### src/lsu_defines.svh
`ifndef LSU_DEFINES_SVH
`define LSU_DEFINES_SVH

// byte address and data byte widths.
`define LSU_ADDR_W 16
`define LSU_DATA_W 8

// tag field widths.
`define LSU_ROB_W 5
`define PR_ADDR_W 6
`define LSU_AREG_W 4

// request control fields.
`define LSU_OP_W 4
`define LSU_IMM_W 4

// opcode bit for a store, imm bit for page-local addressing.
`define LSU_STORE_BIT 0
`define LSU_PAGE_BIT 3

// 1024 bytes of data memory.
`define DMEM_ADDR_W 10

`endif

### src/lsu_pkg.sv
`default_nettype none

`include "lsu_defines.svh"

package lsu_pkg;

    // plain vector types.
    typedef logic [`LSU_ADDR_W-1:0] addr_t;
    typedef logic [`LSU_DATA_W-1:0] byte_t;
    typedef logic [`LSU_DATA_W-1:0] offset_t;
    typedef logic [`LSU_ROB_W-1:0]  rob_idx_t;
    typedef logic [`PR_ADDR_W-1:0]  preg_t;
    typedef logic [`LSU_AREG_W-1:0] areg_t;
    typedef logic [`LSU_OP_W-1:0]   opcode_t;
    typedef logic [`LSU_IMM_W-1:0]  imm_t;

    // writeback identity, carried through the pipeline untouched.
    typedef struct packed {
        rob_idx_t rob_entry;
        preg_t    dest_reg;
        areg_t    dest_arch;
    } mem_tag_t;

    // one memory operation from issue.
    typedef struct packed {
        opcode_t  opcode;
        addr_t    base;
        offset_t  offset;
        imm_t     imm;
        byte_t    data;
        mem_tag_t tag;
    } mem_req_t;

    // completion toward writeback.
    // data is the old memory byte for a store.
    typedef struct packed {
        mem_tag_t tag;
        byte_t    data;
    } mem_result_t;

endpackage

`default_nettype wire

### src/memory_pipeline.sv
`timescale 1ns/1ps
`default_nettype none

`include "lsu_defines.svh"

module memory_pipeline (
    input  wire                  clk,
    input  wire                  rst,

    // issue side.
    input  wire lsu_pkg::mem_req_t req,
    input  wire                  req_valid,

    // data memory port.
    output lsu_pkg::addr_t       mem_addr,
    output logic                 mem_store,
    output lsu_pkg::byte_t       mem_wdata,
    input  wire lsu_pkg::byte_t  mem_rdata,

    // writeback side.
    output lsu_pkg::mem_result_t result,
    output logic                 result_valid
);

    import lsu_pkg::*;

    // decoded request fields.
    logic     req_store;
    logic     req_page;

    // address arithmetic.
    byte_t    page_low;
    addr_t    full_addr;
    addr_t    next_addr;

    // stage one, operation in flight at the memory.
    mem_tag_t inflight_tag;
    logic     inflight_valid;

    // stage two, completion.
    mem_tag_t out_tag;

    assign req_store = req.opcode[`LSU_STORE_BIT];
    assign req_page  = req.imm[`LSU_PAGE_BIT];

    // page-local wraps in the low byte, no carry out.
    assign page_low  = req.base[`LSU_DATA_W-1:0] + req.offset;
    assign full_addr = req.base + addr_t'(req.offset);

    always_comb begin
        if (req_page) begin
            next_addr = {req.base[`LSU_ADDR_W-1:`LSU_DATA_W], page_low};
        end else begin
            next_addr = full_addr;
        end
    end

    // stage one payload.
    always_ff @(posedge clk) begin
        mem_addr     <= next_addr;
        mem_wdata    <= req.data;
        inflight_tag <= req.tag;
    end

    // stage one control.
    always_ff @(posedge clk) begin
        if (rst) begin
            mem_store      <= 1'b0;
            inflight_valid <= 1'b0;
        end else begin
            // every valid request is taken, no refusal.
            mem_store      <= req_valid & req_store;
            inflight_valid <= req_valid;
        end
    end

    // stage two payload, memory writes or reads on this same edge.
    always_ff @(posedge clk) begin
        out_tag <= inflight_tag;
    end

    // stage two control.
    always_ff @(posedge clk) begin
        if (rst) begin
            result_valid <= 1'b0;
        end else begin
            result_valid <= inflight_valid;
        end
    end

    // read byte comes straight from the RAM output register.
    assign result.tag  = out_tag;
    assign result.data = mem_rdata;

    // a completion needs an operation in flight one edge earlier.
    a_result_follows_inflight: assert property (
        @(posedge clk) disable iff (rst)
        result_valid |-> $past(inflight_valid)
    ) else $error("result_valid without an operation in flight");

    // the RAM write strobe belongs to a live operation.
    a_store_needs_inflight: assert property (
        @(posedge clk) disable iff (rst)
        mem_store |-> inflight_valid
    ) else $error("mem_store high with no operation in flight");

endmodule

`default_nettype wire

### config.mk
export PLATFORM = sky130hd
export DESIGN_NAME = memory_pipeline
export DESIGN_NICKNAME = d
export VERILOG_FILES = /design/src/lsu_pkg.sv /design/src/memory_pipeline.sv
export VERILOG_INCLUDE_DIRS = /design/src
export SDC_FILE = /design/constraint.sdc
export NUM_CORES = 1
export LEC_CHECK = 0
export BUFFER_PORTS_ARGS = -buffer_cell sky130_fd_sc_hd__buf_2
export CORE_AREA = 2 2 67 69
export DETAILED_ROUTE_END_ITERATION = 8
export DIE_AREA = 0 0 69 71
export GPL_TIMING_DRIVEN = 0
export PLACE_DENSITY = 0.87
export SETUP_SLACK_MARGIN = 0.05
export SLEW_MARGIN = 25
export SYNTH_ARGS = -nofsm -noshare
export SYNTH_HDL_FRONTEND = slang
export SYNTH_SLANG_ARGS = --single-unit
### constraint.sdc
create_clock -name clk -period 3.8 [get_ports clk]
set_clock_uncertainty 0.2 [all_clocks]
set_input_delay 0.76 -clock clk [delete_from_list [all_inputs] [get_ports clk]]
set_output_delay 0.76 -clock clk [all_outputs]
set_load 0.01 [all_outputs]
**After elaboration in Yosys (flattened, before gate mapping)**

Cells that the tools add are included.

- Add/sub/neg operators: 2
- Muxes and demuxes: 1
- Bitwise operators: 1

Operator list:

| kind | number |
|---|---|
| $add A16 B8 Y16 | 1 |
| $mux W16 | 1 |
| $add A8 B8 Y8 | 1 |
| $and A1 B1 Y1 | 1 |

- Register bits: 57
- Bits of input ports: 66
- Output and inout bits: 49
- Logic and storage cells: 15

**Depth between registers and ports, before layout**

- Depth after elaboration: 2
- Gate-level depth with buffers: 8
- Mapped depth without buffers: 8

**Worst setup path after synthesis**

OpenSTA, ideal clock, no wires.

- Path type: in2reg
- From: input req[27] (netlist name)
- To: register mem_addr[12]
- Setup time: 0.072 ns
- Arrival: 2.081 ns
- Slack: 1.447 ns
- Cell stages on the path: 8
- Buffers on the path: 0
- Path through: ha_1 > inv_1 > fa_1 > nand2b_1 > a21oi_2 > o21ai_2 > and3b_1 > xor2_1

- Longest elaborated chain between the ends: 2

RTL lines:

| item | line | source |
|---|---|---|
| from (decl) | memory_pipeline.sv:11 | `input wire lsu_pkg::mem_req_t req,` |
| $add A16 B8 Y16 | memory_pipeline.sv:48 | `assign full_addr = req.base + addr_t'(req.offset);` |
| $mux W16 | memory_pipeline.sv:51 | `if (req_page) begin` |
| via next_addr[12] | memory_pipeline.sv:34 | `addr_t next_addr;` |
| to (signal assigned) | memory_pipeline.sv:60 | `mem_addr <= next_addr;` |
| to (decl) | memory_pipeline.sv:15 | `output lsu_pkg::addr_t mem_addr,` |

The timed path passes the listed nets, and every way through them passes these cells.
A chain may end at the register's enable or synchronous reset.

**Worst setup path in the final report**

Ends and elaborated chain as after synthesis.

==> flow_metrics.py <==
metrics = {
    "placed_design": {
        "pre_cts_ws_ns": 1.20,
        "dp_hpwl_mm": 2.93,
        "dp.cells": 293,
        "port_buffers": 100,
        "placed_area_sq_um": 2320,
        "gp_congestion": 0.757,
    },
    "route": {
        "viasPerCell": 4.35,
        "drtIter0Drc": 38,
        "drt_wl_total_mm": 3.62,
        "num_vias": 1344,
        "drc": 0,
        "wire_per_inst_um": 11.7,
        "drt_pass1_iterations": 4,
        "final_antenna_net_count": 0,
    },
    "global_route": {
        "antenna_found_initial": 0,
        "grt_pass1_wl_mm": 5.87,
        "grt_usage": 0.158,
        "grt-ovfl-total": 0,
        "grt_max_degree": 11,
        "grt_pass1_vias": 1353,
    },
    "power": {
        "sw_frac_of_total": 0.213,
        "powerDensity_nw_per_um2": 584,
        "comb_power_share": 0.115,
        "p_seq_frac": 0.436,
        "switching_power_mw": 0.320,
        "peakVddDrop_mv": 0.227,
        "p_int_mw": 1.18,
        "clkPwrFrac": 0.450,
        "fin_total_pwr_mw": 1.50,
        "leakagePower_nw": 1.29,
    },
    "clock_tree": {
        "clockRootBuffer": "clkbuf_8",
        "cts_buffer_depth": 2,
        "cts_tree": "built",
        "cts-htree-levels": 3,
        "cts_inserted_buffers": 9,
        "insertion_delay_ns": 0.32,
        "cts_resized": 0,
        "cts_hold_buf": 0,
        "numClockSinks": 57,
        "postCtsSetupBuffers": 0,
        "path_clk_slew_ns": 0.06,
    },
    "outcome": {
        "status": "complete, no violations",
    },
    "synth": {
        "synth_nets": 216,
        "syn_area_sq_um": 1760,
        "ys_types": 31,
        "synth_top_area_frac": 0.650,
        "yosysSeqAreaShare": 0.650,
        "yosysWarnings": 0,
        "ys_seq_elements": 57,
        "syn_area_per_cell_sq_um": 12.5,
        "synthCells": 141,
        "synthTopCellsByArea": "dfxtp_1, ha_1, xnor2_1, buf_4, xor2_1",
        "yosys.area.top_type": "dfxtp_1",
    },
    "critical_path": {
        "start_kind": "input pin",
        "worstPathRequired_ns": 3.84,
        "arrival_ns": 2.30,
        "cp_max_fo": 4,
        "critPathKind": "input pin to flop",
        "r2r_slack_ns": 3.10,
        "timing.rr.end": "result_valid",
        "r2r_cells": 1,
        "crit-reg2reg-launch": "inflight_valid",
        "endpoint_kind": "flop",
    },
    "floorplan": {
        "die_w_um": 69,
        "core_region_area_sq_um": 4200,
        "die_h_um": 71,
        "ios": 115,
        "start_util": 0.418,
        "die_area_sq_um": 4900,
        "row_count": 24,
    },
    "final_layout": {
        "stdcell_count": 309,
        "synthToLayoutAreaGrowth_pct": 46.1,
        "utilization": 0.610,
        "drive_gt1_frac": 0.506,
        "layout_common_cells": "buf_2, dfxtp_1, clkbuf_8",
        "post-route-cell-area_sq_um": 2570,
        "num_antenna_cells": 0,
        "finalNetCount": 327,
        "final_common_cell": "buf_2",
    },
    "hold_path": {
        "min_from": "inflight_tag[6]",
        "hold_path_depth": 0,
        "hold_class": "flop to flop",
        "hold_path_end": "result[14]",
    },
    "timing": {
        "hold_slack_ns": 0.122,
        "max_freq_mhz": 444,
        "fin_crit_sh": 0.592,
        "finalSetupTns_ns": 0,
        "setup_viol": 0,
        "slew_violations": 0,
        "tightest_slew_ns": 0.355,
        "rsz0062_at_grt": "no",
        "fin_crit_ns": 2.25,
        "slew-limit-headroom": 0.763,
        "finalHoldViolCount": 0,
        "setup_slack_ns": 1.55,
    },
    "run": {
        "drv_cap": 0,
    },
}
layout make-up:
type	count	area [sq um]
Buffer	9	65.1
Clock buffer	11	141
Clock inverter	5	103
Fill cell	366	1640
Inverter	5	18.8
Multi-Input combinational cell	70	532
Sequential cell	57	1140
Tap cell	52	65.1
Timing Repair Buffer	100	500
cell families after synthesis:
| kind of cell | after synthesis | share of synthesized area |
|---|---|---|
| buffers and inverters | 14 | 0.0477 |
| flip-flops | 57 | 0.650 |
| adder cells (fa/ha/maj) | 9 | 0.0684 |
| XOR/XNOR | 12 | 0.0598 |
| AND/OR/NAND/NOR | 30 | 0.0905 |
| AO/OA/AOI/OAI | 19 | 0.0841 |
layer usage:
layer / part of all wire / global-route usage / wire [um] / vias to the layer above
li1: - / - / - / 682
met1: 0.37 / 0.156 / 1350 / 591
met2: 0.53 / 0.288 / 1920 / 66
met3: 0.085 / 0.0655 / 309 / 5
met4: 0.012 / 0.0719 / 44 / 0
met5: 0 / 0 / 0 / -
Yosys cell counts, drive strengths merged:
| master | number |
|---|---|
| a211o | 1 |
| o21bai | 1 |
| and2 | 1 |
| nand2 | 7 |
| o2111ai | 2 |
| nor2 | 8 |
| nor3 | 1 |
| nor2b | 5 |
| dfxtp | 57 |
| nand2b | 2 |
| a21boi | 1 |
| a21oi | 8 |
| xor2 | 4 |
| and3b | 1 |
| a311o | 1 |
| a21o | 1 |
| o211ai | 1 |
| nor4 | 1 |
| inv | 5 |
| fa | 1 |
| nand3 | 1 |
| o21ai | 3 |
| and3 | 2 |
| xnor2 | 8 |
| nand4b | 1 |
| ha | 8 |
| buf | 9 |
critical path, stage by stage:
cell	delay [ns]
buf_2	0.08
ha_1	0.16
inv_1	0.05
fa_1	0.38
nand2b_1	0.19
a21oi_2	0.18
o21ai_2	0.12
and3b_1	0.23
xor2_1	0.15
worst max path at each step:
stage | start | endpoint | slack, ns
2_1_floorplan | req[27] | mem_addr[12] | 1.45
3_3_place_gp | req[27] | mem_addr[12] | 1.24
3_5_place_dp | req[27] | mem_addr[12] | 1.20
4_1_cts | req[27] | mem_addr[12] | 1.54
5_1_grt | req[27] | mem_addr[12] | 1.46
6_report | req[27] | mem_addr[12] | 1.55
state kept, by name, indices dropped and copies added, names as in the netlist:
| register | count |
|---|---|
| inflight_tag | 15 |
| inflight_valid | 1 |
| mem_addr | 16 |
| mem_store | 1 |
| mem_wdata | 8 |
| result | 15 |
| result_valid | 1 |
power by group through the flow:
stage / Clock [mW] / Combinational [mW] / Sequential [mW]
2_1_floorplan: 0 / 0.0720 / 0.686
3_3_place_gp: 0 / 0.168 / 0.664
3_5_place_dp: 0 / 0.174 / 0.667
4_1_cts: 0.691 / 0.174 / 0.654
5_1_grt: 0.715 / 0.191 / 0.658
6_report: 0.674 / 0.172 / 0.653
Note: power is estimated with default switching activity, not from simulation.
